`src/common/lsu_defines.svh`:
```
`ifndef LSU_DEFINES_SVH
`define LSU_DEFINES_SVH

// data path and address width
`define LSU_XLEN 32

// destination register index width
`define LSU_REG_AW 5

// data sram word address width, 1024 words
`define LSU_SRAM_AW 10

`endif
```
`src/common/lsu_pkg.sv`:
```
`include "lsu_defines.svh"

package lsu_pkg;

    typedef enum logic [3:0] {
        op_alu,
        op_ld_b,
        op_ld_bu,
        op_ld_h,
        op_ld_hu,
        op_ld_w,
        op_st_b,
        op_st_h,
        op_st_w
    } mem_op_e;

    // execute slot content, straight from the issue side
    typedef struct packed {
        mem_op_e                 op;
        logic [`LSU_XLEN-1:0]    base;
        logic [`LSU_XLEN-1:0]    offset;
        logic [`LSU_XLEN-1:0]    store_data;
        logic                    gr_we;
        logic [`LSU_REG_AW-1:0]  dest;
        logic [`LSU_XLEN-1:0]    pc;
    } ex_payload_t;

    // memory slot content
    typedef struct packed {
        mem_op_e                 op;
        logic [`LSU_XLEN-1:0]    addr;
        logic                    misaligned;
        logic                    gr_we;
        logic [`LSU_REG_AW-1:0]  dest;
        logic [`LSU_XLEN-1:0]    pc;
    } mem_payload_t;

    // writeback slot content
    typedef struct packed {
        logic [`LSU_XLEN-1:0]    result;
        logic                    misaligned;
        logic                    gr_we;
        logic [`LSU_REG_AW-1:0]  dest;
        logic [`LSU_XLEN-1:0]    pc;
    } wb_payload_t;

endpackage

```
`src/design/exe_stage.sv`:
```
`include "lsu_defines.svh"

module exe_stage
    import lsu_pkg::*;
(
    input  logic                    ex_valid,
    input  ex_payload_t             ex_payload,
    input  logic                    ms_exc,
    input  logic                    wb_ex,
    output logic [`LSU_SRAM_AW-1:0] sram_addr,
    output logic [3:0]              sram_we,
    output logic [`LSU_XLEN-1:0]    sram_wdata,
    output logic                    mem_valid,
    output mem_payload_t            mem_payload
);

    logic [`LSU_XLEN-1:0] addr;
    logic                 is_half;
    logic                 is_word;
    logic                 is_store;
    logic                 misaligned;
    logic [3:0]           store_be;
    logic                 store_ok;

    assign addr = ex_payload.base + ex_payload.offset;

    assign is_half  = (ex_payload.op == op_ld_h) || (ex_payload.op == op_ld_hu) ||
                      (ex_payload.op == op_st_h);
    assign is_word  = (ex_payload.op == op_ld_w) || (ex_payload.op == op_st_w);
    assign is_store = (ex_payload.op == op_st_b) || (ex_payload.op == op_st_h) ||
                      (ex_payload.op == op_st_w);

    assign misaligned = (is_half && addr[0]) || (is_word && (addr[1:0] != 2'b00));

    // lane enables and replicated write data
    always_comb begin
        store_be   = 4'b0000;
        sram_wdata = ex_payload.store_data;
        case (ex_payload.op)
            op_st_b: begin
                store_be   = 4'b0001 << addr[1:0];
                sram_wdata = {4{ex_payload.store_data[7:0]}};
            end
            op_st_h: begin
                store_be   = addr[1] ? 4'b1100 : 4'b0011;
                sram_wdata = {2{ex_payload.store_data[15:0]}};
            end
            op_st_w: begin
                store_be = 4'b1111;
            end
            default: begin
                store_be = 4'b0000;
            end
        endcase
    end

    // no write once an older op has faulted
    assign store_ok  = ex_valid && is_store && !misaligned && !ms_exc && !wb_ex;
    assign sram_we   = store_ok ? store_be : 4'b0000;
    assign sram_addr = addr[`LSU_SRAM_AW+1:2];

    assign mem_valid = ex_valid;

    always_comb begin
        mem_payload.op         = ex_payload.op;
        mem_payload.addr       = addr;
        mem_payload.misaligned = misaligned;
        mem_payload.gr_we      = ex_payload.gr_we;
        mem_payload.dest       = ex_payload.dest;
        mem_payload.pc         = ex_payload.pc;
    end

endmodule

```
`config.mk`:
```
export PLATFORM = sky130hd
export DESIGN_NAME = exe_stage
export DESIGN_NICKNAME = d
export VERILOG_FILES = /design/src/common/lsu_pkg.sv /design/src/design/exe_stage.sv
export VERILOG_INCLUDE_DIRS = /design/src /design/src/common
export SDC_FILE = /design/constraint.sdc
export NUM_CORES = 1
export LEC_CHECK = 0
export BUFFER_PORTS_ARGS = -buffer_cell sky130_fd_sc_hd__buf_2
export CAP_MARGIN = 20
export CORE_AREA = 2 2 103 105
export DETAILED_ROUTE_END_ITERATION = 7
export DIE_AREA = 0 0 105 107
export SYNTH_ARGS = -nofsm -noshare
export SYNTH_HDL_FRONTEND = slang
export SYNTH_SLANG_ARGS = --single-unit
```
`constraint.sdc`:
```
create_clock -name vclk -period 3.91
set_clock_uncertainty 0.1 [all_clocks]
set_input_delay 0.782 -clock vclk [all_inputs]
set_output_delay 0.782 -clock vclk [all_outputs]
set_load 0.01 [all_outputs]
```
Word level (Yosys, flattened, before mapping)

Cells that the tools add are included.

Register bits: 0
Input port bits: 141
Output and inout port bits: 122
Word-level logic and storage cells: 28

Add/subtract/negate cells: 1
Equality and inequality tests: 6
Shift operators: 1
Mux-type cells: 4
Reduce and logical (&&, ||, !) cells: 16

Operator list:

| operator                                        | count |
|---|---|
| one-hot mux 32 bit (2 select lines)             | 1 |
| adder 32 bit                                    | 1 |
| == test 4 x 3 -> 1 bit, second input constant   | 4 |
| one-hot mux 4 bit (3 select lines)              | 1 |
| two-way mux 4 bit                               | 2 |
| logical AND 1 bit                               | 6 |
| logical OR 1 bit                                | 6 |
| == test 4 x 2 -> 1 bit, second input constant   | 1 |
| == test 4 bit, second input constant            | 1 |
| << shifter 1 x 2 -> 4 bit, first input constant | 1 |
| logical NOT 1 bit                               | 3 |
| nonzero test 2 bit                              | 1 |

Logic depth before layout (Yosys ltp)

Gate-level depths: netlist (run 1).

Word-level depth: 10
Mapped depth: 10
Depth with buffers taken out: 10

Worst setup path before layout (run 1)

No wires, ideal clock.

Kind: input port to output port
Start: input port ex_payload[70] (netlist name)
End: output port mem_payload[67] (netlist name)
Arrival: 2.802 ns
Setup slack: 0.226 ns
Cell stages on the path: 10
Path buffers: 0
Cell sequence: ha_1 inv_1 fa_1 and2b_1 o2111ai_1 a31o_2 o31ai_2 a21oi_2 o21ai_2 xor2_1

RTL lines:

| item               | line            | source |
|---|---|---|
| start: declaration | exe_stage.sv:7  | `input ex_payload_t ex_payload,` |
| end: declaration   | exe_stage.sv:14 | `output mem_payload_t mem_payload` |

==> flow_summary.ini, run 1 <==
[final_layout]
syn2layout_area_growth_pct = 31.6
n_sequential_cell = 0
fin_nets = 692
drive_above_1_share_pct = 48.0
final_cell_area_mm2 = 0.00356
ff_latch_area_um2 = 0
nFillCells = 1147
clkbuf_count = 0
fin_cells = 653
num_antenna_cells = 0
multi_input_area_mm2 = 0.00224

[sta]
hold_viol = 0
fmax_ghz = 0.260
setup_viol = 0
finalCritPeriodShare_pct = 98.5
period_minus_slack_ps = 3850
tightest_slew_ps = 675
report.final.slew_viol_count = 0
rsz0062_at_grt = true
slew_headroom_pct = 54.9

[logic_synthesis]
synth_area_per_cell_um2 = 7.08
yosysMostFrequentCell = buf_4
synth_top_area_cell = buf_4
synthCells = 382
synthesis.nets = 555
yosysUniqueCellTypes = 53
yosysSeqAreaShare_pct = 0
synthTopCellsByArea = buf_4, ha_1, nand2_1
synthesis.area_mm2 = 0.00271
synth_common_cells = buf_4, nand2_1, ha_1
yosysTopAreaCellShare_pct = 17.5
ys_warn_count = 0

[route]
vias = 3051
via_per_inst = 4.67
wl_per_cell_um = 13.8
drt-total-wl_um = 9030
firstDrtPassIters = 4
first_iter_violations = 103
remaining_drc_errors = 0
antenna_left = 0

[setup_path]
crit_arrival_ps = 2970
end_kind = primary output
critPathKind = in2out
cp_max_fo = 4
crit_required_ps = 3030
cp-start-kind = primary input

[grt]
grt_use_total_pct = 14.7
grt_util_met2_pct = 27.1
overflow = 0
use_met1_pct = 19.3
grt_max_degree = 29
met3_usage_pct = 0.851
antenna_found_initial = 0
grt_pass1_vias = 2886
busiest_layer = met2
grt_pass1_wl_um = 13900

[die]
die_h_um = 107
die_x_um = 105
row_count = 37
initial_core_util_pct = 26.8
ios = 263
die-area_mm2 = 0.0112
core-area_mm2 = 0.0101

[placement]
placed_area_mm2 = 0.00342
detailed_place_hpwl_um = 7870
globalplace.congestion = 0.861
port_buffers = 187
dp.cells = 650

[pwr]
p_leak_nw = 1.87
pwr-share-clk_pct = 0
switching_share_pct = 55.0
internal_power_mw = 0.296
vdd_drop_max_uv = 91.8
p_sw_mw = 0.362
powerDensity_mw_per_mm2 = 185
total_power_mw = 0.658
p_seq_share_pct = 0
pwr-share-comb_pct = 100.0

[run]
max_cap_viol_count = 0

[clocking]
postCtsHoldBufs = 0

[min_path]
hp-class = in2out

[status]
outcome = complete, no violations
[critical path: stages]
cell and delay, ps:
buf_8 80, ha_4 130, inv_2 40, fa_2 370, and2b_2 260, o2111ai_4 160, a31o_4 280, o31ai_4 190
buf_6 160, a21oi_4 60, o21ai_2 150, xor2_1 160, buf_2 150
[per-layer routing]
layer | vias up | share of wire (%)
met2 | 115 | 49
met5 | - | 0
li1 | 1572 | -
met3 | 8 | 5.5
met1 | 1356 | 44
met4 | 0 | 0.93
[final timing paths]
kind                         from               to  cells past startpoint
setup / recovery  ex_payload[102]  mem_payload[67]                     13
hold / removal      ex_payload[0]   mem_payload[0]                      0
[power by group through the flow]
| stage | Clock [mW] | Sequential, mW | Combinational, mW |
|---|---|---|---|
| after global routing | 0 | 0 | 0.721 |
| after CTS | 0 | 0 | 0.637 |
| after detailed placement | 0 | 0 | 0.630 |
| after floorplan | 0 | 0 | 0.455 |
| after global placement | 0 | 0 | 0.626 |
| final | 0 | 0 | 0.658 |
[cell usage in the layout (no fill, tap or decap), drive strengths merged, types with 2 or more instances in the layout]
cell type,Yosys,routed
ha,31,31
o31ai,3,3
mux2,8,8
a211oi,3,3
o21a,9,9
xor2,11,11
inv,10,10
a31oi,4,4
nor2,17,17
mux2i,9,9
xnor2,18,18
nand3,7,7
nor2b,2,2
nor3,10,10
buf,67,207
and2,2,2
nand2b,3,3
and3,3,3
nand2,58,58
nand4,6,6
a21oi,35,35
o21bai,3,3
o21ai,24,24
a221oi,2,2
a21o,12,12
o211ai,4,4
[area by class of cell]
cell class / count / area share, %
Inverter: 10 / 1.05
Tap cell: 136 / 4.78
Multi-Input combinational cell: 300 / 63.0
Timing Repair Buffer: 207 / 31.2
[repair_timing]
item / 4_1_cts / 5_1_grt
buffers inserted: 1 / 2
cloned: 0 / 0
setup endpoints to repair: 8 / 13
gates resized for setup: 2 / 24
pin swaps: 2 / 7
[metrics by stage]
step,utilization (%),hold slack (ps),TNS (ps),worst slack (ps)
2_1_floorplan,-,1560,0,226
3_3_place_gp,33.9,1460,-239,-109
3_5_place_dp,33.9,1460,-440,-121
4_1_cts,34.0,1460,-11.3,-11.3
5_1_grt,35.3,1460,-158,-89.8
6_report,35.3,1460,0,59.1
[cell families (layout without fill, tap and decap cells)]
family / count (synthesis) / count (layout) / share of synthesized area, %
fa+ha+maj: 32 / 32 / 15.1
compound gates: 108 / 108 / 29.2
mux: 17 / 17 / 6.66
buf+inv: 82 / 217 / 20.7
simple gates: 114 / 114 / 19.0
xor+xnor: 29 / 29 / 9.38
Note: power is estimated with default switching activity, not from simulation.
==> run 2: changes to the inputs <==
Settings changed: CORE_AREA 2 2 103 105 to 2 2 101 103, DIE_AREA 0 0 105 107 to 0 0 103 105.
==> flow_summary.ini, run 2 (same netlist as run 1, synthesis figures left out) <==
[die]
ios = 263
die_h_um = 105
die-area_mm2 = 0.0108
initial_core_util_pct = 28.1
die_x_um = 103
core-area_mm2 = 0.00964
row_count = 36

[final_layout]
num_antenna_cells = 0
fin_nets = 690
n_sequential_cell = 0
ff_latch_area_um2 = 0
drive_above_1_share_pct = 46.6
syn2layout_area_growth_pct = 28.9
final_cell_mix = buf_2, nand2_1, a21oi_1, ha_1, o21ai_0
final_common_cell = buf_2
clkbuf_count = 0

[setup_path]
worst_path_most_repeated_cell = buf_4
cpMaxStageDelayCell = fa_2
cp_max_fo = 4
cpPeakStageDelay_ps = 360
crit_buf_inv = 5
crit_path_start = ex_payload[102]
critPathKind = in2out
crit_required_ps = 3030
cp-start-kind = primary input
cp_top_family = compound AO/OA/AOI/OAI gates
crit_path_cell_trace = buf_8 > ha_4 > inv_2 > fa_2 > and2b_1 > o2111ai_2 > a31o_2 > o31ai_2 > buf_4 > buf_4 > nand2b_1 > nand2_1 > xor2_1 > buf_2
end_kind = primary output
crit_arrival_ps = 2970

[sta]
hold_viol = 0
finalCritPeriodShare_pct = 98.5
slew_headroom_pct = 54.0
final.setup.tns_ps = 0
tightest_slew_ps = 687
rsz0062_at_grt = true
period_minus_slack_ps = 3850
fmax_ghz = 0.260
setup_viol = 0
report.final.slew_viol_count = 0

[placement]
detailed_place_hpwl_um = 7850
globalplace.congestion = 0.816
port_buffers = 187

[grt]
use_met1_pct = 18.5
grt_util_met2_pct = 28.1
antenna_found_initial = 0
overflow = 0
grt_pass1_wl_um = 13500
grt_max_degree = 29
busiest_layer = met2
met3_usage_pct = 1.47
grt_use_total_pct = 15.0
grt_pass1_vias = 2879

[min_path]
hp-start = ex_payload[10]
hp-class = in2out

[route]
via_per_inst = 4.71
firstDrtPassIters = 4
vias = 3055
wl_per_cell_um = 14.0
remaining_drc_errors = 0
drt-total-wl_um = 9050
first_iter_violations = 74
antenna_left = 0

[clocking]
postCtsHoldBufs = 0

[run]
max_cap_viol_count = 0

[pwr]
p_leak_nw = 1.85
vdd_drop_max_uv = 118
total_power_mw = 0.642
powerDensity_mw_per_mm2 = 184

[status]
outcome = complete, no violations
run 2: worst paths after layout:
kind	to	slack [ps]	depth (start not counted)
worst max-delay path	mem_payload[59]	60	14
worst min-delay path	mem_payload[10]	1460	0
run 2: what timing repair did:
| item | in CTS | in global routing |
|---|---|---|
| gates cloned | 0 | 0 |
| setup buffers | 1 | 3 |
| setup endpoints to repair | 8 | 10 |
| pin swaps | 8 | 7 |
| hold endpoints to repair | 0 | 0 |
| gates resized for setup | 8 | 6 |
run 2: power by group:
part / switching, mW / total, mW / internal, mW
clock: 0 / 0 / 0
sequential: 0 / 0 / 0
combinational: 0.354 / 0.642 / 0.287
total: 0.354 / 0.642 / 0.287
run 2: per-layer routing:
metal | wire length (µm) | vias up
li1 | - | 1572
met1 | 3870 | 1352
met2 | 4490 | 119
met3 | 636 | 12
met4 | 63 | 0
met5 | 0 | -
run 2: final cells by class:
cell class,count,area [µm²]
fillers,1071,6150
inverters,10,37.5
multi-input cells,300,2200
well taps,133,166
repair buffers,205,1090
run 2: stage by stage:
step / worst slack [ps] / std cells / util (%) / cell area, µm² / hold slack (ps)
2_1_floorplan: 226 / 382 / - / 2710 / 1560
3_3_place_gp: -116 / 644 / 35.2 / 3390 / 1460
3_5_place_dp: -206 / 644 / 35.2 / 3390 / 1460
4_1_cts: 3.52 / 645 / 35.7 / 3440 / 1460
5_1_grt: -60.2 / 648 / 36.2 / 3490 / 1460
6_report: 60.2 / 648 / 36.2 / 3490 / 1460
