File: config.mk
export PLATFORM = sky130hd
export DESIGN_NAME = mem_stage
export DESIGN_NICKNAME = d
export VERILOG_FILES = /design/src/common/lsu_pkg.sv /design/src/design/mem_stage.sv
export VERILOG_INCLUDE_DIRS = /design/src /design/src/common
export SDC_FILE = /design/constraint.sdc
export NUM_CORES = 1
export LEC_CHECK = 0
export ABC_CLOCK_PERIOD_IN_PS = 2400
export BUFFER_PORTS_ARGS = -buffer_cell sky130_fd_sc_hd__buf_2
export CAP_MARGIN = 20
export CORE_MARGIN = 4
export CORE_UTILIZATION = 30
export DETAILED_ROUTE_END_ITERATION = 8
export GPL_ROUTABILITY_DRIVEN = 0
export GPL_TIMING_DRIVEN = 1
export PLACE_DENSITY = 0.73
export SETUP_SLACK_MARGIN = 0.15
export SYNTH_ARGS = -nofsm -noshare
export SYNTH_HDL_FRONTEND = slang
export SYNTH_SLANG_ARGS = --single-unit
File: constraint.sdc
create_clock -name vclk -period 2.4
set_clock_uncertainty 0.2 [all_clocks]
set_input_delay 0.24 -clock vclk [all_inputs]
set_output_delay 0.24 -clock vclk [all_outputs]
set_load 0.02 [all_outputs]
File: src/common/lsu_defines.svh
`ifndef LSU_DEFINES_SVH
`define LSU_DEFINES_SVH

// data path and address width
`define LSU_XLEN 32

// destination register index width
`define LSU_REG_AW 5

// data sram word address width, 1024 words
`define LSU_SRAM_AW 10

`endif
File: src/common/lsu_pkg.sv
`include "lsu_defines.svh"

package lsu_pkg;

    typedef enum logic [3:0] {
        op_alu,
        op_ld_b,
        op_ld_bu,
        op_ld_h,
        op_ld_hu,
        op_ld_w,
        op_st_b,
        op_st_h,
        op_st_w
    } mem_op_e;

    // execute slot content, straight from the issue side
    typedef struct packed {
        mem_op_e                 op;
        logic [`LSU_XLEN-1:0]    base;
        logic [`LSU_XLEN-1:0]    offset;
        logic [`LSU_XLEN-1:0]    store_data;
        logic                    gr_we;
        logic [`LSU_REG_AW-1:0]  dest;
        logic [`LSU_XLEN-1:0]    pc;
    } ex_payload_t;

    // memory slot content
    typedef struct packed {
        mem_op_e                 op;
        logic [`LSU_XLEN-1:0]    addr;
        logic                    misaligned;
        logic                    gr_we;
        logic [`LSU_REG_AW-1:0]  dest;
        logic [`LSU_XLEN-1:0]    pc;
    } mem_payload_t;

    // writeback slot content
    typedef struct packed {
        logic [`LSU_XLEN-1:0]    result;
        logic                    misaligned;
        logic                    gr_we;
        logic [`LSU_REG_AW-1:0]  dest;
        logic [`LSU_XLEN-1:0]    pc;
    } wb_payload_t;

endpackage

File: src/design/mem_stage.sv
`include "lsu_defines.svh"

module mem_stage
    import lsu_pkg::*;
(
    input  logic                 mem_valid,
    input  mem_payload_t         mem_payload,
    input  logic [`LSU_XLEN-1:0] sram_rdata,
    output logic                 wb_valid,
    output wb_payload_t          wb_payload
);

    logic [1:0]           sel;
    logic [7:0]           ld_byte;
    logic [15:0]          ld_half;
    logic                 is_load;
    logic [`LSU_XLEN-1:0] mem_result;

    assign sel = mem_payload.addr[1:0];

    // pick the addressed byte
    always_comb begin
        case (sel)
            2'b00:   ld_byte = sram_rdata[7:0];
            2'b01:   ld_byte = sram_rdata[15:8];
            2'b10:   ld_byte = sram_rdata[23:16];
            default: ld_byte = sram_rdata[31:24];
        endcase
    end

    // halfword lane, bit 0 is known clear for legal accesses
    assign ld_half = sel[1] ? sram_rdata[31:16] : sram_rdata[15:0];

    always_comb begin
        case (mem_payload.op)
            op_ld_b:  mem_result = {{24{ld_byte[7]}}, ld_byte};
            op_ld_bu: mem_result = {24'b0, ld_byte};
            op_ld_h:  mem_result = {{16{ld_half[15]}}, ld_half};
            op_ld_hu: mem_result = {16'b0, ld_half};
            default:  mem_result = sram_rdata;
        endcase
    end

    assign is_load = (mem_payload.op == op_ld_b) || (mem_payload.op == op_ld_bu) ||
                     (mem_payload.op == op_ld_h) || (mem_payload.op == op_ld_hu) ||
                     (mem_payload.op == op_ld_w);

    assign wb_valid = mem_valid;

    // stores and plain ops hand the address on as result
    always_comb begin
        wb_payload.result     = is_load ? mem_result : mem_payload.addr;
        wb_payload.misaligned = mem_payload.misaligned;
        wb_payload.gr_we      = mem_payload.gr_we;
        wb_payload.dest       = mem_payload.dest;
        wb_payload.pc         = mem_payload.pc;
    end

endmodule

**Yosys cells after proc, flatten, opt, wreduce, memory -nomap -nowiden**

Index checks and enable logic that the tools add are counted.

- Input port bits: 108
- Output and inout bits: 72
- Flip-flop bits (word level): 0
- Logic and storage cells: 16

- Reductions and logical operators: 5
- Equal/unequal tests: 7
- Mux-type cells: 4

Operators with widths:

| cell | count |
|---|---|
| $pmux 32 s4 | 1 |
| $mux 32 | 1 |
| $pmux 8 s3 | 1 |
| $mux 16 | 1 |
| $eq 4x2->1 const B | 2 |
| $eq 4x3->1 const B | 2 |
| $eq 4x1->1 const B | 1 |
| $logic_or 1x1->1 | 4 |
| $eq 2x1->1 const B | 1 |
| $eq 2x2->1 const B | 1 |
| $logic_not 2->1 | 1 |

**Logic depth before layout (Yosys ltp)**

Gate-level depths: netlist of the first run.

- Word-level depth: 6
- Gate-level depth with buffers: 7

**Worst setup path before layout of the first run**

OpenSTA, ideal clock, no wires.

- Path kind: input to output
- Start point: input mem_payload[39] (netlist name)
- End point: output wb_payload[60] (netlist name)
- Stages on the path: 7
- Path buffers: 3
- Data arrival time: 1.459 ns
- Data required time: 1.960 ns
- Setup slack: 0.501 ns
- Cells stage by stage: buf_6 > mux2_4 > o22ai_2 > o311a_1 > buf_6 > buf_8 > a21oi_2

RTL lines:

| element | RTL line | source |
|---|---|---|
| start, declared | mem_stage.sv:7 | `input mem_payload_t mem_payload,` |
| end, declared | mem_stage.sv:10 | `output wb_payload_t wb_payload` |

==> metrics.md, run 1 <==
| Metric | Value |
|---|---|
| First DRT Iteration DRCs | 40 |
| DIE HEIGHT | 79.9 microns |
| Crit path from | mem_payload[73] |
| Dominant cell type by area after synthesis | sky130_fd_sc_hd__buf_4 |
| Global-route total usage across every layer | 16.7% |
| Detail-routed net length per standard cell | 17.7 microns |
| Layout Nets | 358 |
| Worst-margin pin slew | 0.420 ns |
| GR Overflow Total | 0 |
| Highest net fanout along the worst path | 15 |
| Tcrit/Tclk final | 89.3% |
| DR top layer | met4 |
| Mapped Nets | 303 |
| Antenna Nets Post-Route | 0 |
| Top achievable clock speed | 466 MHz |
| Critical path's slowest cell | sky130_fd_sc_hd__or3_4 |
| Number of synthesis warnings | 0 |
| Starting density of the core | 32.0% |
| Multi-input gate area | 1140 sq um |
| Mapped Avg Cell Area | 7.95 sq um |
| CP startpoint kind | input port |
| Outcome | finished, final reports clean |
| Setup repair after global routing missed its margin | false |
| Arrival time worst endpoint | 1.70 ns |
| Area delta synth->final | 15.8% |
| Half-perimeter wire length of the detailed placement result | 4490 microns |
| Num sequential | 0 |
| Total via count after detailed routing | 1,665 |
| Drt total wl | 5580 microns |
| Core region area | 4850 sq um |
| Critical path endpoint category | output pin |
| Total power per unit cell area | 258 nW/um^2 |
| Required time of the critical path | 1.96 ns |
| Layout Utilization | 37.0% |
| Die area | 6380 sq um |
| Max Slew Vio Count | 0 |
| Leakage component of the power | 0.860 nW |
| Maximum vdd ir drop | 0.0869 mV |
| Count of filler cells inserted in the layout | 512 |
| Via count of the first global-routing pass | 1,708 |
| Type of the worst setup path | in2out |
| Fraction of layout cells with a size suffix above 1 | 54.4% |
| Area occupied by registers | 0 sq um |
| Pin count of the biggest net entering global routing | 18 |
| Core Rows | 25 |
| Count of distinct cell types in the synthesized netlist | 41 |
| Via density | 5.29 |
| Die Wd | 79.9 microns |
| Mapped cell area | 1550 sq um |
| Critical path depth in cells | 6 |
| Final worst path period need | 2.14 ns |
| Routed wl met3 | 523 microns |
| Portion of the post-synthesis area used by sequential elements | 0% |
| Global-route wire length before repair | 8560 microns |
| End point of the critical path | wb_payload[45] |
| Final number of setup-violating endpoints | 0 |
| Largest delay share family, worst path | simple AND/OR/NAND/NOR gates |
| Hold Crit Class | in2out |
| Clock buffer cells | 0 |
| Number of maximum-capacitance violations | 0 |
| Count of buffers inserted at the top-level ports | 100 |
| Final-layout setup total negative slack | 0 ns |
| Worst slew margin | 72.0% |
| Length of routed met2 wiring | 2780 microns |
| Sum of routed wire segments on met1 | 2190 microns |
| Share of the synthesized area in the top cell type | 20.8% |
| IO Count | 180 |
| Initial antenna violation count | 0 |
| Antenna fix cells | 0 |
| Number of hold violations in the final report | 0 |
| Total power of the final layout | 0.464 mW |
| Synthesized netlist cell count | 195 |
| CP cell instances | buf_4 > or3_4 > and3b_2 > or3_1 > o221a_1 > buf_2 |
| Synth area leaders | sky130_fd_sc_hd__buf_4, sky130_fd_sc_hd__mux4_1, sky130_fd_sc_hd__a21oi_2, sky130_fd_sc_hd__mux2i_1, sky130_fd_sc_hd__nand2_1 |
| Biggest cell delay along the critical path | 0.41 ns |
| Residual DRC | 0 |
| CP Buf/Inv Count | 2 |
| DR pass1 iterations | 4 |
-- cells by family after synthesis --
logic type	synth area share [%]
compound gates	32.8
xor+xnor	0.565
buf+inv	26.8
mux	20.1
simple gates	19.7
-- area by class of cell --
class / instances / share of cell area [%]
Multi-Input combinational cell: 140 / 63.5
Timing Repair Buffer: 107 / 31.6
Tap cell: 67 / 4.67
Inverter: 1 / 0.209
-- how the worst min path moves through the flow --
stage,from,end,cells after the start
5_1_grt,mem_payload[38],wb_payload[38],0
2_1_floorplan,mem_payload[0],wb_payload[0],1
3_3_place_gp,mem_payload[27],wb_payload[27],0
3_5_place_dp,mem_payload[27],wb_payload[27],0
6_report,mem_payload[17],wb_payload[17],0
4_1_cts,mem_payload[27],wb_payload[27],0
-- power breakdown --
| part | switching (mW) | internal [mW] |
|---|---|---|
| Sequential | 0 | 0 |
| Clock | 0 | 0 |
| Combinational | 0.258 | 0.206 |
-- cells in the final DEF (no fill, tap or decap), drive strengths merged, types with 8 or more instances in the layout --
| master | instances |
|---|---|
| a21oi | 19 |
| buf | 107 |
| mux2i | 9 |
| nand2 | 20 |
| nor2 | 19 |
| o221a | 8 |
| or3 | 9 |
-- metrics by stage --
| stage | area [sq um] | hold slack (ns) | instances | setup WS [ns] |
|---|---|---|---|---|
| floorplan | 1550 | 0.393 | 195 | 0.501 |
| global placement | 1790 | 0.280 | 315 | 0.169 |
| detailed placement | 1790 | 0.280 | 315 | 0.145 |
| CTS | 1790 | 0.280 | 315 | 0.219 |
| global route | 1800 | 0.280 | 315 | 0.165 |
| finish | 1800 | 0.280 | 315 | 0.256 |
-- cell usage after synthesis, types with 2 or more instances --
| library cell | instances |
|---|---|
| sky130_fd_sc_hd__a21oi_1 | 8 |
| sky130_fd_sc_hd__nand2b_1 | 3 |
| sky130_fd_sc_hd__buf_4 | 43 |
| sky130_fd_sc_hd__a21oi_2 | 11 |
| sky130_fd_sc_hd__mux2_4 | 2 |
| sky130_fd_sc_hd__a2bb2oi_1 | 7 |
| sky130_fd_sc_hd__a31oi_1 | 2 |
| sky130_fd_sc_hd__buf_2 | 5 |
| sky130_fd_sc_hd__mux4_1 | 6 |
| sky130_fd_sc_hd__a22o_1 | 7 |
| sky130_fd_sc_hd__nand2_1 | 20 |
| sky130_fd_sc_hd__or3_1 | 8 |
| sky130_fd_sc_hd__o221a_1 | 3 |
| sky130_fd_sc_hd__nor2_1 | 19 |
| sky130_fd_sc_hd__buf_6 | 4 |
| sky130_fd_sc_hd__o221a_2 | 5 |
| sky130_fd_sc_hd__mux2i_1 | 9 |
| sky130_fd_sc_hd__nand3b_1 | 2 |
| sky130_fd_sc_hd__o21ai_0 | 2 |
| sky130_fd_sc_hd__nor2b_1 | 2 |
| sky130_fd_sc_hd__o22a_1 | 7 |
-- layer usage --
| layer | track usage, % | up-vias |
|---|---|---|
| li1 | - | 798 |
| met1 | 19.4 | 772 |
| met2 | 30.8 | 83 |
| met3 | 3.39 | 12 |
| met4 | 3.89 | 0 |
| met5 | 0 | - |
-- repair_timing --
item	CTS	global route
endpoints found under the setup margin	1	1
cloned	0	0
gates resized for setup	1	3
hold buffers	0	0
buffers inserted	0	0
No activity file was read; power rests on OpenSTA's default activity.
==> inputs of run 2 (changes only) <==
--- a/config.mk
+++ b/config.mk
@@ -6,15 +6,17 @@
 export SDC_FILE = /design/constraint.sdc
 export NUM_CORES = 1
 export LEC_CHECK = 0
-export ABC_CLOCK_PERIOD_IN_PS = 2400
+export ABC_CLOCK_PERIOD_IN_PS = 1840
 export BUFFER_PORTS_ARGS = -buffer_cell sky130_fd_sc_hd__buf_2
 export CAP_MARGIN = 20
+export CELL_PAD_IN_SITES_DETAIL_PLACEMENT = 0
+export CELL_PAD_IN_SITES_GLOBAL_PLACEMENT = 1
 export CORE_MARGIN = 4
-export CORE_UTILIZATION = 30
+export CORE_UTILIZATION = 20
 export DETAILED_ROUTE_END_ITERATION = 8
 export GPL_ROUTABILITY_DRIVEN = 0
 export GPL_TIMING_DRIVEN = 1
-export PLACE_DENSITY = 0.73
+export PLACE_DENSITY_LB_ADDON = 0.1
 export SETUP_SLACK_MARGIN = 0.15
 export SYNTH_ARGS = -nofsm -noshare
 export SYNTH_HDL_FRONTEND = slang
==> constraint.sdc (replaced) <==
create_clock -name vclk -period 1.84
set_clock_uncertainty 0.2 [all_clocks]
set_input_delay 0.184 -clock vclk [all_inputs]
set_output_delay 0.184 -clock vclk [all_outputs]
set_load 0.02 [all_outputs]
==> run 2 against run 1 <==
Combinational power grew 95%. Sequential cell count is the same. Critical endpoint is now wb_payload[53]. Final cell count grew 21%. First-iteration DRC count grew 15%. Largest power group unchanged. Setup slack lost 0.38 ns. Clock-buffer cell count is the same. The flow now finishes with violations (negative setup slack).
==> metrics.md, run 2 (synthesis gave the netlist of run 1 again) <==
| Metric | Value |
|---|---|
| Worst Slack Setup Final | -0.123 ns |
| Area occupied by registers | 0 sq um |
| First DRT Iteration DRCs | 46 |
| DIE HEIGHT | 96.0 microns |
| Final cell count without fillers | 382 |
| Num sequential | 0 |
| Leading cell type in the layout, fill and taps excluded | sky130_fd_sc_hd__buf_2 |
| Failing checks | negative setup slack |
| Worst Min Path Start | mem_payload[17] |
| Max Slew Vio Count | 0 |
| Core Rows | 31 |
| Worst-margin pin slew | 0.485 ns |
| Outcome | complete, but fails checks |
| Antenna fix cells | 0 |
| Hold depth | 0 |
| Number of maximum-capacitance violations | 0 |
| Met2 Use GR | 23.3% |
| Via density | 4.81 |
| Half-perimeter wire length of the detailed placement result | 5610 microns |
| Antenna Nets Post-Route | 0 |
| Setup repair after global routing missed its margin | true |
| Die area | 9220 sq um |
| Layout Utilization | 36.1% |
| Drt total wl | 6900 microns |
| Global-route total usage across every layer | 13.6% |
| Final worst path period need | 1.96 ns |
| Worst slew margin | 67.7% |
| Met1 usage | 16.6% |
| Top achievable clock speed | 509 MHz |
| Number of hold violations in the final report | 0 |
| Maximum vdd ir drop | 0.122 mV |
| Clock buffer cells | 0 |
| Initial antenna violation count | 0 |
| Total power of the final layout | 0.903 mW |
| Area delta synth->final | 72.6% |
| Total power per unit cell area | 337 nW/um^2 |
| Tcrit/Tclk final | 107% |
| Hold Path End | wb_payload[17] |
| Leakage component of the power | 1.19 nW |
| DR pass1 iterations | 4 |
| CP startpoint kind | input port |
| Fraction of met3 tracks used by global routing | 1.25% |
| Count of buffers inserted at the top-level ports | 100 |
| Hold Crit Class | in2out |
| Total via count after detailed routing | 1,836 |
| Fraction of layout cells with a size suffix above 1 | 70.3% |
| Most utilized layer in the global route result | met2 |
| Worst slack at placement | -0.243 ns |
| Type of the worst setup path | in2out |
| Via count of the first global-routing pass | 1,853 |
| Required time of the critical path | 1.46 ns |
| GR Overflow Total | 0 |
| Detail-routed net length per standard cell | 18.1 microns |
| Residual DRC | 0 |
| Arrival time worst endpoint | 1.58 ns |
| Die Wd | 96.0 microns |
| Highest net fanout along the worst path | 7 |
| Critical path endpoint category | output pin |
| Core region area | 7410 sq um |
| Final number of setup-violating endpoints | 32 |
| Starting density of the core | 20.9% |
| Pin count of the biggest net entering global routing | 17 |
| Placed cells | 375 |
| Global-route wire length before repair | 9920 microns |
| Layout Nets | 393 |
| IO Count | 180 |
| Most frequent cells in the layout | sky130_fd_sc_hd__buf_2, sky130_fd_sc_hd__buf_4, sky130_fd_sc_hd__buf_6 |
-- run 2: cell types whose count changed in the layout (fill, tap and decap cells not counted), sizes merged --
| cell | before | now |
|---|---|---|
| clkbuf | 0 | 1 |
| buf | 107 | 141 |
-- run 2: timing repair --
action,CTS,global route
setup buffers,5,0
setup endpoints to repair,32,32
pin swaps,7,8
hold buffers,0,0
gates cloned,2,0
gates resized for setup,82,36
endpoints found under the hold margin,0,0
-- run 2: metal layers --
layer,up-vias,part of all wire [%]
met1,835,39
li1,869,-
met5,-,0
met4,0,5.3
met2,74,47
met3,58,8.5
-- run 2: worst max path at each step --
stage / to / slack, ns / cells past startpoint / start
finish: wb_payload[53] / -0.12 / 7 / mem_payload[71]
global route: wb_payload[53] / -0.15 / 7 / mem_payload[71]
CTS: wb_payload[52] / -0.15 / 7 / mem_payload[71]
detailed placement: wb_payload[47] / -0.24 / 7 / mem_payload[72]
global placement: wb_payload[47] / -0.22 / 7 / mem_payload[72]
floorplan: wb_payload[55] / 0.08 / 6 / mem_payload[39]
-- run 2: metrics by stage --
stage / TNS [ns] / hold WS, ns / instance area [sq um]
2_1_floorplan: 0 / 0.281 / 1640
3_5_place_dp: -5.74 / 0.168 / 2180
3_3_place_gp: -5.63 / 0.168 / 2180
5_1_grt: -3.47 / 0.168 / 2680
4_1_cts: -2.89 / 0.168 / 2530
6_report: -1.88 / 0.168 / 2680
-- run 2: where the power goes --
group          switching, mW  total, mW  internal (mW)
sequential                 0          0              0
clock                      0          0              0
combinational          0.428      0.903          0.474
-- run 2: final cells by class --
class	instances	area (sq um)
inverter	1	3.75
multi-input combinational	140	1400
tap	99	124
timing repair buffer	142	1150
fill	797	4730
-- run 2: critical path: stages --
cell	delay (ns)
sky130_fd_sc_hd__buf_8	0.10
sky130_fd_sc_hd__buf_12	0.12
sky130_fd_sc_hd__or3b_4	0.38
sky130_fd_sc_hd__a21bo_4	0.27
sky130_fd_sc_hd__o22a_1	0.19
sky130_fd_sc_hd__a22o_1	0.20
sky130_fd_sc_hd__buf_6	0.13
